--- config.mk ---
export PLATFORM = sky130hd
export DESIGN_NAME = spram_req_stage
export DESIGN_NICKNAME = d
export VERILOG_FILES = /design/src/verilog/spram_pkg.sv /design/src/verilog/spram_req_stage.sv
export VERILOG_INCLUDE_DIRS = /design/src /design/src/verilog
export SDC_FILE = /design/constraint.sdc
export NUM_CORES = 1
export LEC_CHECK = 0
export ABC_AREA = 1
export BUFFER_PORTS_ARGS = -buffer_cell sky130_fd_sc_hd__buf_4
export CORE_MARGIN = 1.5
export CORE_UTILIZATION = 27
export DETAILED_ROUTE_END_ITERATION = 6
export PLACE_DENSITY_LB_ADDON = 0.1
export SYNTH_ARGS = -nofsm -noshare
export SYNTH_HDL_FRONTEND = slang
export SYNTH_SLANG_ARGS = --single-unit
--- constraint.sdc ---
create_clock -name clk -period 0.9 [get_ports clk]
set_clock_uncertainty 0.1 [all_clocks]
set_input_delay 0.135 -clock clk [delete_from_list [all_inputs] [get_ports clk]]
set_output_delay 0.135 -clock clk [all_outputs]
set_load 0.005 [all_outputs]
--- src/verilog/spram_cfg.svh ---
`ifndef SPRAM_CFG_SVH
`define SPRAM_CFG_SVH

// host word width in bits
`define SPRAM_DW 64

// host word address width
`define SPRAM_AW 10

// address bits of one macro, 256 words
`define SPRAM_MACRO_AW 8

// data width of one macro
`define SPRAM_MACRO_DW 32

// 4 banks x 2 lanes with the values above

`endif

--- src/verilog/spram_pkg.sv ---
`include "spram_cfg.svh"

package spram_pkg;

    // one strobe per byte of the host word
    typedef logic [`SPRAM_DW/8-1:0] spram_strb_t;

    // request as seen by the macro array
    typedef struct packed {
        logic                 ce;     // chip enable
        logic                 we;     // write enable
        logic [`SPRAM_DW-1:0] wmask;  // per bit write mask
        logic [`SPRAM_AW-1:0] addr;   // word address
        logic [`SPRAM_DW-1:0] din;    // write data
    } spram_req_t;

    // read response to the host
    typedef struct packed {
        logic                 rvalid; // one cycle per read
        logic [`SPRAM_DW-1:0] rdata;  // held until next read
    } spram_rsp_t;

endpackage

--- src/verilog/spram_req_stage.sv ---
`timescale 1ns/100ps
`include "spram_cfg.svh"

module spram_req_stage (
    input  logic                   clk,
    input  logic                   reset,
    input  logic                   ce,
    input  logic                   we,
    input  spram_pkg::spram_strb_t wstrb,
    input  logic [`SPRAM_AW-1:0]   addr,
    input  logic [`SPRAM_DW-1:0]   wdata,
    output spram_pkg::spram_req_t  req,
    output logic                   rd_issue  // req holds a read
);

    import spram_pkg::*;

    spram_req_t req_d;
    logic       wr_req;

    assign wr_req = ce && we;

    always_comb begin
        req_d.ce   = ce;
        req_d.we   = we;
        req_d.addr = addr;
        req_d.din  = wdata;
        // each strobe covers eight mask bits, reads never write
        for (int i = 0; i < $bits(spram_strb_t); i++) begin
            req_d.wmask[8*i +: 8] = {8{wr_req && wstrb[i]}};
        end
    end

    always_ff @(posedge clk) begin
        req      <= req_d;
        rd_issue <= ce && !we;
        if (reset) begin
            req.ce   <= 1'b0;  // payload fields left as they are
            rd_issue <= 1'b0;
        end
    end

endmodule

### Yosys cells after proc, flatten, opt, wreduce, memory -nomap -nowiden

Index checks and enable logic that the tools add are counted.

| word-level totals | value |
|---|---|
| flip-flop bits (word level) | 134 |
| input port bits | 86 |
| output and inout port bits | 141 |
| logic and storage cells | 17 |

| operators by class | value |
|---|---|
| reduce and logical (&&, ||, !) cells | 11 |

Operators by type and width:

| operator | number |
|---|---|
| 1-bit logical AND | 10 |
| 1-bit logical NOT | 1 |

### Longest topological paths before layout

Gate-level depths: netlist of run 1.

| logic depth | value |
|---|---|
| word-level depth | 2 |
| gate-level depth with buffers | 3 |
| mapped depth without buffers | 3 |

### Worst setup path before layout of run 1

OpenSTA, ideal clock, no wires.

| timing | value |
|---|---|
| kind | register to output |
| start | register req[105] (netlist name) |
| end | output req[100] in the netlist's numbering |
| data arrival time | 0.564 ns |
| data required time | 0.665 ns |
| path slack | 0.101 ns |
| cell stages (with the launch flop) | 2 |
| buffers on the path | 1 |
| cells stage by stage | dfxtp_1 buf_4 |

RTL lines:

| element | line | RTL |
|---|---|---|
| end, declared | spram_req_stage.sv:12 | `output spram_pkg::spram_req_t req,` |

==> impl_metrics.tcl, run 1 <==
set metrics [dict create \
    syn_area_mm2 0.00220 \
    synth_top_area_share_pct 77.2 \
    htreeDepth 3 \
    fillerInstances 572 \
    p_int_w 0.00594 \
    synth_nets 248 \
    peakVddDrop_mv 1.08 \
    root_buffer "clkbuf_8" \
    drc 0 \
    wirelength_um 7350 \
    ant_nets 0 \
    grt_pass1_vias 1990 \
    switching_share_pct 23.5 \
    ys_types 6 \
    min_to "req[29]" \
    place_inst 434 \
    critPathArrivalTime_ns 0.89 \
    hold_depth 2 \
    start_util_pct 28.2 \
    dpl_worst_slack_ns 0.0508 \
    fin_crit_ns 1.12 \
    avgViaCountPerCell 3.81 \
    grt_antenna_before_repair 0 \
    nNetsFinal 514 \
    synth_commonest_cells "dfxtp_1 (85), buf_4 (56), inv_1 (10), nor2_1 (9)" \
    p_clk_share_pct 31.3 \
    yosysWarnings 0 \
    synthTopCellsByArea "dfxtp_1 (77%), buf_4 (19%), inv_1 (1.7%), nor2_1 (1.5%), nand2_2 (0.28%)" \
    grt_overflow 0 \
    numClockSinks 85 \
    worstPathCellList "buf_4" \
    core_area_mm2 0.00781 \
    place_congestion 0.668 \
    io_buffers 226 \
    cp.required_ns 0.66 \
    path_buf_inv 1 \
    hold_start "wdata[29]" \
    maxCapViolCount 0 \
    yosysSeqAreaShare_pct 77.2 \
    ios 227 \
    start_kind "flop" \
    max_freq_mhz 892 \
    post-route-period-util_pct 124 \
    synth-edff-count 0 \
    endpoint_kind "primary output" \
    synth_ff_type "dfxtp_1" \
    synth.largest_area_cell "dfxtp_1" \
    synth_most_common_cell "dfxtp_1" \
    critPathMaxFanout 8 \
    ys_async_sr_fraction_pct 0 \
    criticalPathCategory "reg -> out" \
    clk_pin_slew_ns 0.09 \
    grt_pass1_wl_um 9520 \
    vias 2037 \
    dieArea_mm2 0.00871 \
    syn2layout_area_growth_pct 132 \
    crit_family "flip-flops" \
    multi_input_area_um2 48.8 \
    crit_slowest_cell "dfxtp_4" \
    maxSlewViolCount 0 \
    p_sw_w 0.00183 \
    die_y_um 93.3 \
    cts_tree "built" \
    post_cts_buffers 0 \
    p_per_area_mw_per_mm2 1520 \
    synth_seq_cells 85 \
    min_path_type "in -> reg" \
    clockBufferDepth 2 \
    dr.first_iter.drc_count 23 \
    cts_inserted_buffers 9 \
    rows 32 \
    diodes 0 \
    synth.avg_cell_area_um2 13.6 \
    p_leak_nw 2.47 \
    drt_first_pass_iters 4 \
    timing.slew.headroom_pct 91.8 \
    dp_hpwl_um 4350 \
    stdcell_count 535 \
    worst_slew_pin_slew_ns 0.122 \
    grt_usage_pct 14.9 \
    rsz0062_at_grt "true" \
    pwr-share-seq_pct 52.7 \
    violations "setup timing" \
    combPwrFrac_pct 16.0 \
    setup_viol 141 \
    grt_max_degree 16 \
    synth_cells 162 \
    cpPeakStageDelay_ns 0.41 \
    die_w_um 93.3 \
    outcome "finished with violations" \
    fin_ws_ns -0.220 \
    seqCellArea_mm2 0.00181 \
    wl_per_cell_um 13.7 \
    drive_gt1_share_pct 71.6 \
    hold_viol 0 \
]
==> layout by cell type, fill, tap and decap left out <==
master,synthesis,final
dfxtp_2,0,60
dlygate4sd3_1,0,85
clkinvlp_4,0,2
buf_6,0,98
inv_6,0,3
nand2_1,1,1
dfxtp_4,0,8
dfxtp_1,85,17
buf_4,56,128
inv_1,10,10
nand2_4,0,1
clkinv_2,0,1
clkbuf_8,0,9
nor2_1,9,9
clkbuf_1,0,1
==> how the worst max path moves through the flow <==
stage	startpoint	end	slack, ns	depth (start not counted)
after floorplan	req[105]	req[100]	0.10	1
after global placement	req[81]	req[79]	0.07	1
after detailed placement	req[105]	req[100]	0.05	1
after CTS	req[121]	req[120]	-0.22	1
after global routing	req[81]	req[81]	-0.27	1
final	req[121]	req[117]	-0.22	1
==> power by group through the flow <==
| stage | Sequential (W) | Clock, W | Combinational (W) |
|---|---|---|---|
| after floorplan | 0.00414 | 0 | 0.000167 |
| after global placement | 0.00411 | 0 | 0.000788 |
| after detailed placement | 0.00412 | 0 | 0.000792 |
| after CTS | 0.00405 | 0.00252 | 0.00116 |
| after global routing | 0.00412 | 0.00270 | 0.00132 |
| final | 0.00409 | 0.00243 | 0.00124 |
==> registers in the layout, summed over array words and instances, names as in the netlist <==
name	count
rd_issue	1
req	84
==> area by class of cell <==
cell class | instances | share of cell area, %
sequential | 85 | 35.4
clock buffer | 10 | 2.50
clock inverter | 6 | 0.906
inverter | 10 | 0.735
timing repair buffer | 311 | 57.1
tap | 102 | 2.50
multi-input combinational | 11 | 0.955
==> routing by layer <==
| metal | vias up | global-route usage [%] | wire length, um |
|---|---|---|---|
| li1 | 960 | - | - |
| met1 | 926 | 12.7 | 2240 |
| met2 | 143 | 27.3 | 3970 |
| met3 | 8 | 8.78 | 1020 |
| met4 | 0 | 6.82 | 112 |
| met5 | - | 0 | 0 |
==> cell families (layout without fill, tap and decap cells) <==
family / Yosys count / after routing / synth area share, %
flops: 85 / 85 / 77.2
buf+inv: 66 / 337 / 20.8
simple gates: 11 / 11 / 1.99
==> per-stage QoR <==
step,power (W),area (um2),hold WS [ns],TNS [ns],utilization (%)
6_report,0.00776,5110,0.319,-21.32,65.4
5_1_grt,0.00813,5110,0.305,-27.06,65.4
4_1_cts,0.00772,4860,0.296,-24.28,62.3
3_5_place_dp,0.00491,3610,0.140,0,46.2
3_3_place_gp,0.00490,3610,0.139,0,46.2
2_1_floorplan,0.00431,2200,0.0627,0,-
==> timing repair <==
| item | in CTS | in global routing |
|---|---|---|
| cloned | 0 | 0 |
| setup endpoints to repair | 141 | 149 |
| hold buffers | 85 | 0 |
| endpoints found under the hold margin | 85 | 0 |
| resized for setup | 79 | 96 |
Power figures use the tool's default switching activity.
==> run 2, diff against run 1 <==
--- a/config.mk
+++ b/config.mk
@@ -6,7 +6,8 @@
 export SDC_FILE = /design/constraint.sdc
 export NUM_CORES = 1
 export LEC_CHECK = 0
-export ABC_AREA = 1
+export ABC_AREA = 0
+export ABC_CLOCK_PERIOD_IN_PS = 900
 export BUFFER_PORTS_ARGS = -buffer_cell sky130_fd_sc_hd__buf_4
 export CORE_MARGIN = 1.5
 export CORE_UTILIZATION = 27
==> run 2 against run 1 <==
Effect of this change:
- the run still ends with setup timing left
- count of clock-buffer cells in the layout unchanged
- sequential power about the same
- critical path depth unchanged
- die area decreased by 0.55%
- critical path type unchanged
- critical endpoint is now req[108]
- largest cell class unchanged
==> impl_metrics.tcl, run 2 <==
set metrics [dict create \
    max_freq_mhz 902 \
    crit_slowest_cell "dfxtp_4" \
    reg.largest.list "req (84), rd_issue (1)" \
    setup_viol 141 \
    wirelength_um 7310 \
    stdcell_area_mm2 0.00501 \
    ys_async_sr_fraction_pct 0 \
    synth_nets 237 \
    syn2layout_area_growth_pct 129 \
    root_buffer "clkbuf_8" \
    criticalPathCategory "reg -> out" \
    cts_inserted_buffers 9 \
    drive_gt1_share_pct 72.7 \
    p_sw_w 0.00184 \
    fin_ws_ns -0.209 \
    top_register "req" \
    rows 32 \
    p_clk_share_pct 31.8 \
    die_w_um 93.1 \
    post-route-period-util_pct 123 \
    dr.first_iter.drc_count 17 \
    drc 0 \
    start_util_pct 28.1 \
    synth_top_area_share_pct 77.7 \
    switching_share_pct 23.8 \
    vias 1997 \
    ant_nets 0 \
    numClockSinks 85 \
    cpPeakStageDelay_ns 0.40 \
    maxSlewViolCount 0 \
    htreeDepth 3 \
    cp.required_ns 0.66 \
    peakVddDrop_mv 1.16 \
    grt_pass1_wl_um 9400 \
    placed_cell_area_mm2 0.00359 \
    maxCapViolCount 0 \
    path_buf_inv 1 \
    die_y_um 93.1 \
    min_path_type "in -> reg" \
    dieArea_mm2 0.00866 \
    synth-edff-count 0 \
    endpoint_kind "primary output" \
    synth_seq_cells 85 \
    critPathMaxFanout 8 \
    ios 227 \
    rsz0062_at_grt "true" \
    fin_crit_ns 1.11 \
    layout_commonest_cell "buf_4" \
    p_leak_nw 2.42 \
    routed.top_layer "met4" \
    synth.largest_area_cell "dfxtp_1" \
    wl_met2_um 4110 \
    timing.slew.headroom_pct 92.5 \
    ys_types 5 \
    clockBufferDepth 2 \
    io_buffers 226 \
    hold_viol 0 \
    drt_first_pass_iters 2 \
    start_kind "flop" \
    p_int_w 0.00591 \
    grt_overflow 0 \
    synth.avg_cell_area_um2 14.5 \
    place_inst 423 \
    grt_max_degree 16 \
    stdcell_count 524 \
    worstPathCellList "buf_4" \
    syn_area_mm2 0.00219 \
    combPwrFrac_pct 15.6 \
    nNetsFinal 503 \
    grt_antenna_before_repair 0 \
    crit_family "flip-flops" \
    wl_per_cell_um 14.0 \
    synthTopCellsByArea "dfxtp_1 (78%), buf_4 (19%), and3_1 (2.3%), nor3b_2 (0.57%), nor2b_1 (0.29%)" \
    dpl_worst_slack_ns 0.0703 \
    final_cell_mix "buf_4 (148), dlygate4sd3_1 (85), buf_6 (78)" \
    wl_met3_um 743 \
    synth_ff_type "dfxtp_1" \
    grt_pass1_vias 2004 \
    pwr-share-seq_pct 52.6 \
    m1WireLength_um 2230 \
    critPathArrivalTime_ns 0.87 \
    synth_cells 151 \
    synth_commonest_cells "dfxtp_1 (85), buf_4 (56), and3_1 (8), nor2b_1 (1), nor3b_2 (1)" \
    hold_ws_ns 0.308 \
    p_per_area_mw_per_mm2 1550 \
    place_congestion 0.672 \
    avgViaCountPerCell 3.81 \
    core_area_mm2 0.00781 \
    outcome "finished with violations" \
    grt_usage_pct 14.8 \
    worst_slew_pin_slew_ns 0.112 \
    post_cts_buffers 0 \
    largest_reg_flops 84 \
    violations "setup timing" \
    diodes 0 \
    yosysWarnings 0 \
    synth_most_common_cell "dfxtp_1" \
    cts_tree "built" \
    clk_pin_slew_ns 0.10 \
    yosysSeqAreaShare_pct 77.7 \
]
run 2: cell types whose count changed after synthesis:
cell     change
nor2b_1      +1
nor3b_2      +1
nand2_2      -1
nand2_1      -1
inv_1       -10
nor2_1       -9
and3_1       +8
run 2: path summary, 6_finish.rpt:
check,end,slack (ns),cells past startpoint,start
setup / recovery,req[108],-0.21,1,req[113]
hold / removal,req[72],0.31,2,addr[8]
run 2: through the flow:
stage               util [%]  setup TNS, ns  power (W)
global route            64.2         -27.27    0.00811
finish                  64.2         -21.79    0.00775
global placement        46.0              0    0.00490
floorplan                  -              0    0.00430
detailed placement      46.0              0    0.00491
CTS                     61.3         -24.96    0.00773
run 2: power by group through the flow:
stage / Clock (W) / Combinational (W) / Sequential (W)
after global placement: 0 / 0.000789 / 0.00411
after detailed placement: 0 / 0.000792 / 0.00412
after floorplan: 0 / 0.000160 / 0.00414
after CTS: 0.00255 / 0.00114 / 0.00404
after global routing: 0.00273 / 0.00128 / 0.00410
final: 0.00246 / 0.00121 / 0.00408
run 2: cell families (layout without fill, tap and decap cells):
family / Yosys count / count (layout) / synth area share, %
buffers and inverters: 56 / 327 / 19.2
flip-flops: 85 / 85 / 77.7
AND/OR/NAND/NOR: 10 / 10 / 3.14
run 2: cell type report:
class	count	area, um2
Sequential cell	85	1800
Tap cell	102	128
Clock inverter	6	47.5
Clock buffer	10	128
Timing Repair Buffer	311	2840
Multi-Input combinational cell	10	68.8
Fill cell	580	2790
run 2: what timing repair did:
action | in CTS | in global routing
hold buffers | 85 | 0
hold endpoints to repair | 85 | 0
endpoints found under the setup margin | 141 | 141
resized for setup | 61 | 90
run 2: layer usage:
layer  track usage [%]  up-vias
met3              6.02       18
met1              12.6      905
met2              27.3      131
met5                 0        -
met4              11.0        0
li1                  -      943
