===== src/verilog/spram_cfg.svh =====
`ifndef SPRAM_CFG_SVH
`define SPRAM_CFG_SVH

// host word width in bits
`define SPRAM_DW 64

// host word address width
`define SPRAM_AW 10

// address bits of one macro, 256 words
`define SPRAM_MACRO_AW 8

// data width of one macro
`define SPRAM_MACRO_DW 32

// 4 banks x 2 lanes with the values above

`endif


===== src/verilog/spram_pkg.sv =====
`include "spram_cfg.svh"

package spram_pkg;

    // one strobe per byte of the host word
    typedef logic [`SPRAM_DW/8-1:0] spram_strb_t;

    // request as seen by the macro array
    typedef struct packed {
        logic                 ce;     // chip enable
        logic                 we;     // write enable
        logic [`SPRAM_DW-1:0] wmask;  // per bit write mask
        logic [`SPRAM_AW-1:0] addr;   // word address
        logic [`SPRAM_DW-1:0] din;    // write data
    } spram_req_t;

    // read response to the host
    typedef struct packed {
        logic                 rvalid; // one cycle per read
        logic [`SPRAM_DW-1:0] rdata;  // held until next read
    } spram_rsp_t;

endpackage


===== src/verilog/spram_rsp_stage.sv =====
`timescale 1ns/100ps
`include "spram_cfg.svh"

module spram_rsp_stage (
    input  logic                  clk,
    input  logic                  reset,
    input  logic                  rd_issue,  // read presented to the macros
    input  logic [`SPRAM_DW-1:0]  dout,      // macro read data
    output spram_pkg::spram_rsp_t rsp
);

    logic rd_issue_q;  // macro data valid this cycle

    always_ff @(posedge clk) begin
        if (reset) begin
            rd_issue_q <= 1'b0;
            rsp        <= '0;
        end else begin
            rd_issue_q <= rd_issue;
            rsp.rvalid <= rd_issue_q;  // single cycle pulse
            if (rd_issue_q) begin
                rsp.rdata <= dout;     // held until the next read
            end
        end
    end

endmodule


===== config.mk =====
export PLATFORM = sky130hd
export DESIGN_NAME = spram_rsp_stage
export DESIGN_NICKNAME = d
export VERILOG_FILES = /design/src/verilog/spram_pkg.sv /design/src/verilog/spram_rsp_stage.sv
export VERILOG_INCLUDE_DIRS = /design/src /design/src/verilog
export SDC_FILE = /design/constraint.sdc
export NUM_CORES = 1
export LEC_CHECK = 0
export ABC_AREA = 1
export BUFFER_PORTS_ARGS = -buffer_cell sky130_fd_sc_hd__buf_4
export CAP_MARGIN = 0
export CORE_ASPECT_RATIO = 0.7
export CORE_MARGIN = 5
export CORE_UTILIZATION = 49
export DETAILED_ROUTE_END_ITERATION = 10
export GPL_TIMING_DRIVEN = 0
export PLACE_DENSITY = 0.83
export RECOVER_POWER = 50
export SLEW_MARGIN = 40
export SYNTH_ARGS = -nofsm -noshare
export SYNTH_HDL_FRONTEND = slang
export SYNTH_SLANG_ARGS = --single-unit

===== constraint.sdc =====
create_clock -name clk -period 1.7 [get_ports clk]
set_clock_uncertainty 0.05 [all_clocks]
set_input_delay 0.17 -clock clk [delete_from_list [all_inputs] [get_ports clk]]
set_output_delay 0.17 -clock clk [all_outputs]
set_load 0.005 [all_outputs]

======== Yosys cells after proc, flatten, opt, wreduce, memory -nomap -nowiden ========
Cells that the tools add are included.
word-level totals
  input port bits ......................... 67
  bits in registers ....................... 66

======== Longest topological paths before layout ========
Gate-level depths: netlist of run 1.
  depth in word-level cells ............... 0
  gate-level depth with buffers ........... 5
  mapped depth without buffers ............ 4

======== Worst setup path after synthesis of run 1 ========
No wires, ideal clock.
  path kind ............................... register to register
  start point ............................. reg rd_issue_q
  end point ............................... reg rsp[10] (netlist name)
  stages on the path, launching flop included .. 6
  setup time .............................. 0.113 ns
  path slack .............................. 0.796 ns
  period minus slack after synthesis ...... 0.904 ns
  data required time ...................... 1.537 ns
  data arrival time ....................... 0.742 ns
  path through ............................ dfxtp_1 -> buf_4 -> buf_4 -> nand2_1 -> nand2_1 -> nor2_1
RTL lines
  item                      RTL line               RTL
  start: declaration        spram_rsp_stage.sv:12  logic rd_issue_q;
  start signal: assignment  spram_rsp_stage.sv:19  rd_issue_q <= rd_issue;
  end: declaration          spram_rsp_stage.sv:9   output spram_pkg::spram_rsp_t rsp

==> impl_metrics.sql, run 1 <==
INSERT INTO impl_metrics (metric_group, metric, value, unit) VALUES
('clock_network', 'htree_num_levels', '3', ''),
('timing', 'final_period_minus_worst_setup_slack', '1320', 'ps'),
('routing', 'wl_per_cell', '10.8', 'microns'),
('global_route', 'grt_overflow', '0', ''),
('routing', 'met2WireLength', '3.09', 'mm'),
('power', 'irDropWorstVdd', '0.658', 'mV'),
('placement', 'dp_hpwl', '5.21', 'mm'),
('routing', 'vias', '2691', ''),
('floorplan', 'io_pins', '132', ''),
('timing', 'final.hold.worst_slack', '67.7', 'ps'),
('routing', 'remaining_drc_errors', '0', ''),
('power', 'power_leakage', '0.00220', 'uW'),
('placement', 'buffer_ports.inserted', '131', ''),
('timing', 'timing.final.setup_violations', '0', ''),
('global_route', 'grt_pass1_wl', '11.2', 'mm'),
('clock_network', 'clockRootBuffer', 'clkbuf_8', ''),
('timing', 'finalHoldViolations', '0', ''),
('worst_setup_path', 'crit_path_end_kind', 'flop', ''),
('floorplan', 'dieWidth', '98.3', 'microns'),
('cells_and_area', 'nNetsFinal', '622', ''),
('floorplan', 'placement_rows', '22', ''),
('synth', 'post_synth.cell_area_avg', '6.51', 'sq um'),
('routing', 'drtAntennaViolNets', '0', ''),
('timing', 'fmaxAchievable', '0.760', 'GHz'),
('cells_and_area', 'diodes', '0', ''),
('timing', 'post-route-period-util', '77.4', '%'),
('routing', 'routed_via_density', '4.26', ''),
('global_route', 'grt_start_max_net_pins', '11', ''),
('routing', 'starting_drt_drc_count', '90', ''),
('cells_and_area', 'fill_cells', '465', ''),
('clock_network', 'cts.repair.resized', '0', ''),
('cells_and_area', 'regArea', '0.00132', 'sq mm'),
('floorplan', 'placeableCoreArea', '0.00526', 'sq mm'),
('routing', 'drt_pass1_iterations', '4', ''),
('worst_setup_path', 'critical_path.startpoint_type', 'primary input', ''),
('routing', 'route.met3.wl', '827', 'microns'),
('synth', 'synth_sequential_area_ratio', '49.4', '%'),
('synth', 'synthDistinctLibCells', '7', ''),
('floorplan', 'fp.dieArea', '0.00706', 'sq mm'),
('routing', 'dr.max_layer_used', 'met4', ''),
('timing', 'report.final.slew_viol_count', '0', ''),
('synth', 'ys_ff_latch', '66', ''),
('floorplan', 'floorplan.initialDensity', '50.9', '%'),
('clock_network', 'clock_tree.buffer_depth', '2', ''),
('synth', 'ys.warnings.count', '0', ''),
('clock_network', 'cts_buffers', '9', ''),
('synth', 'post_synth_inst_count', '411', ''),
('worst_setup_path', 'worst_ep_required_time', '1920', 'ps'),
('cells_and_area', 'layout.cells.most_common', 'nor2_1', ''),
('placement', 'final_estimated_routing_congestion_in_global_placement', '0.787', ''),
('cells_and_area', 'drive_above_1_share', '26.6', '%'),
('worst_setup_path', 'critical_path_class', 'primary input to flop', ''),
('routing', 'detail_route.wirelength.met1', '2.83', 'mm'),
('synth', 'post_synth_instance_area', '0.00267', 'sq mm'),
('outcome', 'outcome', 'finished clean', ''),
('global_route', 'grt.total_usage', '19.8', '%'),
('clock_network', 'clock_sink_count', '66', ''),
('cells_and_area', 'layout.cells.most_common_list', 'nor2_1, nand2_1, buf_4', ''),
('clock_network', 'clkTransAtPathRegs', '70', 'ps'),
('cells_and_area', 'area_delta_synth_final', '46.2', '%'),
('power', 'power.density', '917', 'mW/mm^2'),
('clock_network', 'tritoncts', 'built', ''),
('routing', 'routed_wl', '6.82', 'mm'),
('global_route', 'antenna_found_initial', '0', ''),
('worst_setup_path', 'crit_fanout', '10', ''),
('timing', 'fin_tns_setup', '0', 'ps'),
('timing', 'transition_time_at_the_pin_with_the_least_slew_margin', '463', 'ps'),
('cells_and_area', 'multi_input_area', '968', 'sq um'),
('timing', 'slew-limit-headroom', '69.1', '%'),
('timing', 'rsz0062_at_grt', 'no', ''),
('worst_setup_path', 'worstPathArrival', '1530', 'ps'),
('floorplan', 'dieHeight', '71.8', 'microns'),
('hold_path', 'hold_class', 'primary input to flop', ''),
('global_route', 'via_count_of_the_first_global_routing_pass', '2429', ''),
('run', 'count_of_maximum_capacitance_violations', '0', ''),
('synth', 'syn-num-nets', '478', ''),
('clock_network', 'clk-insertion-delay-late', '330', 'ps');
==> final timing paths <==
kind,startpoint,to,slack [ps],cells after the start
worst max-delay path,reset,rsp[24],380,6
worst max register to register,rd_issue_q,rsp[54],470,4
worst min-delay path,dout[58],rsp[58],70,5
worst min register to register,rsp[40],rsp[40],420,2
==> timing repair <==
action                                 in CTS  in global routing
setup buffers                               0                  0
hold buffers                                2                  0
endpoints found under the hold margin       2                  0
==> report_power, final <==
| group | total (uW) | switching [uW] | internal [uW] |
|---|---|---|---|
| combinational | 568 | 259 | 309 |
| sequential | 1700 | 52.4 | 1650 |
| clock | 1310 | 555 | 758 |
==> per-layer routing <==
layer,up-vias,track usage (%)
met5,-,0
met4,0,5.91
met3,5,12.1
li1,1442,-
met2,93,31.2
met1,1151,22.7
==> synthesized netlist by cell type <==
| cell type | n | share of area [%] |
|---|---|---|
| buf_2 | 7 | 1.3 |
| buf_4 | 13 | 3.6 |
| dfxtp_1 | 66 | 49 |
| inv_1 | 66 | 9.3 |
| inv_2 | 1 | 0.14 |
| nand2_1 | 128 | 18 |
| nor2_1 | 130 | 18 |
==> critical path, cell delays in order <==
cell and delay [ps]:
dlygate4sd3_1 540, clkbuf_1 120, inv_1 240, buf_2 280, nand2_1 80, nor2_1 90
==> area by class of cell <==
type,instances,share of cell area [%]
multi-input cells,258,24.8
well taps,72,2.30
clock buffers,14,4.16
inverters,67,6.43
plain buffers,20,3.30
flip-flops and latches,66,33.8
repair buffers,133,24.3
clock inverters,2,0.896
==> metrics by stage <==
step / cells / power, uW / setup WS [ps] / util, % / cell area, sq um
finish: 632 / 3590 / 385 / 74.3 / 3910
global route: 632 / 3770 / 225 / 74.3 / 3910
detailed placement: 614 / 2340 / 672 / 71.3 / 3750
floorplan: 411 / 2000 / 796 / - / 2670
CTS: 632 / 3650 / 510 / 75.4 / 3970
global placement: 614 / 2320 / 699 / 71.3 / 3750
==> flip-flops by register name (all words and copies together) (netlist names) <==
signal,flops
rsp,65
rd_issue_q,1
==> cell families after synthesis <==
| logic type | Yosys count | synth area share (%) |
|---|---|---|
| and+or+nand+nor | 258 | 36.2 |
| buffers and inverters | 87 | 14.4 |
| DFF | 66 | 49.4 |
Power figures use the tool's default switching activity.
==> run 2, diff against run 1 <==
--- a/config.mk
+++ b/config.mk
@@ -6,15 +6,15 @@
 export SDC_FILE = /design/constraint.sdc
 export NUM_CORES = 1
 export LEC_CHECK = 0
-export ABC_AREA = 1
+export ABC_AREA = 0
 export BUFFER_PORTS_ARGS = -buffer_cell sky130_fd_sc_hd__buf_4
 export CAP_MARGIN = 0
 export CORE_ASPECT_RATIO = 0.7
 export CORE_MARGIN = 5
-export CORE_UTILIZATION = 49
+export CORE_UTILIZATION = 43
 export DETAILED_ROUTE_END_ITERATION = 10
 export GPL_TIMING_DRIVEN = 0
-export PLACE_DENSITY = 0.83
+export PLACE_DENSITY = 0.76
 export RECOVER_POWER = 50
 export SLEW_MARGIN = 40
 export SYNTH_ARGS = -nofsm -noshare
==> constraint.sdc (replaced) <==
create_clock -name clk -period 1.4 [get_ports clk]
set_clock_uncertainty 0.05 [all_clocks]
set_input_delay 0.14 -clock clk [delete_from_list [all_inputs] [get_ports clk]]
set_output_delay 0.14 -clock clk [all_outputs]
set_load 0.005 [all_outputs]
==> run 2 against run 1 <==
Clock power grew 5%. Global-route usage increased by 0.36 points. Utilization is 3.5 points higher. Largest cell class is now buffers. Sequential cell count stayed put. Count of clock-buffer cells in the layout decreased by 2. Synthesized area decreased by 13%. Combinational power increased by 18%. Wire length increased by 1.2%. Synthesized cell count is 49% lower. Total power is 13% higher. Hold slack got worse by 61 ps. Critical path depth decreased by 2.
==> impl_metrics.sql, run 2 <==
INSERT INTO impl_metrics (metric_group, metric, value, unit) VALUES
('synth', 'yosys.area.top_type', 'dfxtp_1', ''),
('clock_network', 'clock_sink_count', '66', ''),
('hold_path', 'hold_class', 'primary input to flop', ''),
('clock_network', 'clockRootBuffer', 'clkbuf_8', ''),
('cells_and_area', 'fill_cells', '362', ''),
('worst_setup_path', 'critical_path_class', 'flop to flop', ''),
('floorplan', 'dieWidth', '98.1', 'microns'),
('cells_and_area', 'layout.cells.most_common', 'buf_4', ''),
('global_route', 'antenna_found_initial', '0', ''),
('timing', 'slew-limit-headroom', '69.4', '%'),
('routing', 'vias', '2231', ''),
('placement', 'placedCellCount', '412', ''),
('synth', 'dominantRegCellSynth', 'dfxtp_1', ''),
('cells_and_area', 'area_delta_synth_final', '75.1', '%'),
('clock_network', 'clk-insertion-delay-late', '320', 'ps'),
('synth', 'synth_sequential_area_ratio', '56.6', '%'),
('global_route', 'grt_start_max_net_pins', '11', ''),
('worst_setup_path', 'critical-path-top-delay-family', 'buffers and inverters', ''),
('timing', 'rsz0062_at_grt', 'no', ''),
('synth', 'post_synth_inst_count', '210', ''),
('power', 'power.density', '994', 'mW/mm^2'),
('clock_network', 'tritoncts', 'built', ''),
('synth', 'edff_count_synth', '0', ''),
('cells_and_area', 'final_cell_count_no_fill', '486', ''),
('synth', 'ys_ff_latch', '66', ''),
('global_route', 'grt.total_usage', '20.2', '%'),
('cells_and_area', 'largest-register', 'rsp', ''),
('cells_and_area', 'diodes', '0', ''),
('worst_setup_path', 'crit_path_end_kind', 'flop', ''),
('global_route', 'grt_pass1_wl', '11.3', 'mm'),
('power', 'power_frac_seq', '49.6', '%'),
('routing', 'routed_via_density', '4.59', ''),
('cells_and_area', 'top_regs', 'rsp x65, rd_issue_q x1', ''),
('synth', 'most_area_consuming_cells_after_synthesis', 'dfxtp_1, mux2i_1, nor2_1, buf_8, clkbuf_1', ''),
('floorplan', 'dieHeight', '71.7', 'microns'),
('synth', 'syn-num-nets', '277', ''),
('timing', 'finalHoldViolations', '0', ''),
('floorplan', 'floorplan.initialDensity', '44.4', '%'),
('synth', 'ys.warnings.count', '0', ''),
('global_route', 'via_count_of_the_first_global_routing_pass', '2344', ''),
('clock_network', 'clock_tree.buffer_depth', '2', ''),
('synth', 'netlist_top_cells_count', 'dfxtp_1, mux2i_1, nor2_1, clkbuf_1, buf_8', ''),
('clock_network', 'clkTransAtPathRegs', '60', 'ps'),
('floorplan', 'fp.dieArea', '0.00703', 'sq mm'),
('timing', 'fmaxAchievable', '0.852', 'GHz'),
('global_route', 'grt_overflow', '0', ''),
('floorplan', 'io_pins', '132', ''),
('clock_network', 'htree_num_levels', '3', ''),
('power', 'power.share.switching', '23.4', '%'),
('timing', 'transition_time_at_the_pin_with_the_least_slew_margin', '458', 'ps'),
('synth', 'yosys.cell_count.top_type', 'dfxtp_1', ''),
('power', 'netSwitchingPower', '952', 'uW'),
('routing', 'remaining_drc_errors', '0', ''),
('placement', 'buffer_ports.inserted', '130', ''),
('timing', 'fin_tns_setup', '0', 'ps'),
('outcome', 'outcome', 'finished clean', ''),
('routing', 'drtAntennaViolNets', '0', ''),
('timing', 'final_period_minus_worst_setup_slack', '1170', 'ps'),
('synth', 'postSynth.asyncResetShare', '0', '%'),
('cells_and_area', 'nNetsFinal', '477', ''),
('run', 'count_of_maximum_capacitance_violations', '0', ''),
('cells_and_area', 'drive_above_1_share', '32.1', '%'),
('timing', 'timing.final.setup_violations', '0', ''),
('routing', 'drt_pass1_iterations', '4', ''),
('routing', 'starting_drt_drc_count', '49', ''),
('timing', 'report.final.slew_viol_count', '0', ''),
('power', 'portion_of_total_power_attributed_to_the_clock_network', '33.9', '%'),
('worst_setup_path', 'worst_ep_required_time', '1560', 'ps'),
('routing', 'routed_wl', '6.90', 'mm'),
('worst_setup_path', 'crit_path_cell_trace', 'buf_6 > buf_8 > mux2i_1 > nor2_1', ''),
('cells_and_area', 'largest_reg_flops', '65', ''),
('clock_network', 'cts_buffers', '9', ''),
('timing', 'post-route-period-util', '83.9', '%'),
('synth', 'synthDistinctLibCells', '9', ''),
('synth', 'yosys.area.top_type_share', '56.6', '%'),
('worst_setup_path', 'critical_path.n_buffers_inverters', '2', ''),
('floorplan', 'placement_rows', '22', ''),
('cells_and_area', 'layout.cells.most_common_list', 'buf_4, dfxtp_1, mux2i_1, nor2_1, dlygate4sd3_1', ''),
('worst_setup_path', 'critical_path_s_largest_stage_delay', '340', 'ps'),
('cells_and_area', 'multi_input_area', '893', 'sq um'),
('worst_setup_path', 'critical_path.startpoint_type', 'flop', ''),
('power', 'irDropWorstVdd', '0.785', 'mV'),
('worst_setup_path', 'crit_fanout', '10', ''),
('routing', 'wl_per_cell', '14.2', 'microns'),
('worst_setup_path', 'timing.critical_path.slowest_stage_cell', 'dfxtp_1', ''),
('power', 'cell_internal_pwr', '3120', 'uW'),
('cells_and_area', 'regArea', '0.00132', 'sq mm'),
('placement', 'dp_hpwl', '4.33', 'mm'),
('floorplan', 'placeableCoreArea', '0.00526', 'sq mm'),
('placement', 'final_estimated_routing_congestion_in_global_placement', '0.728', ''),
('synth', 'post_synth.cell_area_avg', '11.1', 'sq um'),
('synth', 'post_synth_instance_area', '0.00234', 'sq mm'),
('power', 'power_leakage', '0.00184', 'uW'),
('power', 'power.combinational.fraction', '16.4', '%'),
('worst_setup_path', 'worstPathArrival', '1330', 'ps');
[run 2: cell types whose count changed in the layout (fill, tap and decap cells not counted), sizes merged]
cell	change
buf	-13
mux2i	+64
inv	-67
dlygate4sd3	+57
nand2	-128
nor2	-66
bufinv	-1
clkinv	+2
clkbuf	+4
nor2b	+2
[run 2: power by group through the flow]
stage          Clock [uW]  Combinational, uW  Sequential (uW)
6_report             1380                669             2020
5_1_grt              1500                728             2030
4_1_cts              1430                688             2020
3_5_place_dp            0                553             2060
3_3_place_gp            0                543             2050
2_1_floorplan           0                227             2060
[run 2: stage by stage]
step / cell area, sq um / setup WS [ps] / utilization, % / hold WS [ps] / power [uW]
2_1_floorplan: 2340 / 358 / - / 218 / 2290
3_3_place_gp: 3400 / 280 / 64.7 / 305 / 2600
3_5_place_dp: 3400 / 242 / 64.7 / 306 / 2610
4_1_cts: 4160 / 227 / 79.2 / 0.561 / 4130
5_1_grt: 4090 / 126 / 77.8 / 5.14 / 4260
6_report: 4090 / 226 / 77.8 / 6.85 / 4070
[run 2: layout make-up]
| type | count | share of cell area, % |
|---|---|---|
| buffer | 14 | 2.97 |
| multi-input combinational | 130 | 21.8 |
| clock inverter | 3 | 0.367 |
| tap | 72 | 2.20 |
| sequential | 66 | 32.3 |
| timing repair buffer | 189 | 36.5 |
| clock buffer | 12 | 3.79 |
[run 2: worst paths after layout]
kind / cells past startpoint / slack [ps] / startpoint / endpoint
setup reg to reg: 4 / 230 / rd_issue_q / rsp[13]
hold reg to reg: 2 / 450 / rsp[17] / rsp[17]
hold / removal: 3 / 7 / dout[16] / rsp[16]
setup / recovery: 4 / 230 / rd_issue_q / rsp[13]
[run 2: worst register-to-register path: cells and delay by family (launching register included)]
| family | cells | cell delay, ps |
|---|---|---|
| flops | 1 | 340 |
| mux | 1 | 250 |
| simple gates | 1 | 50 |
| buf+inv | 2 | 370 |
[run 2: timing repair]
item	in CTS	in global routing
hold endpoints to repair	59	0
setup buffers	0	0
resized for setup	0	0
hold buffers	59	0
[run 2: logic make-up (layout without fill, tap and decap cells)]
group | count (synthesis) | count (layout) | share of synthesized area (%)
flops | 66 | 66 | 56.6
mux | 64 | 64 | 27.4
buf+inv | 14 | 218 | 5.20
simple gates | 66 | 66 | 10.8
[run 2: routing by layer]
metal,track usage (%),routed length (microns)
met5,0,0
met4,7.68,152
met3,9.63,650
met2,33.9,3230
met1,22.3,2870
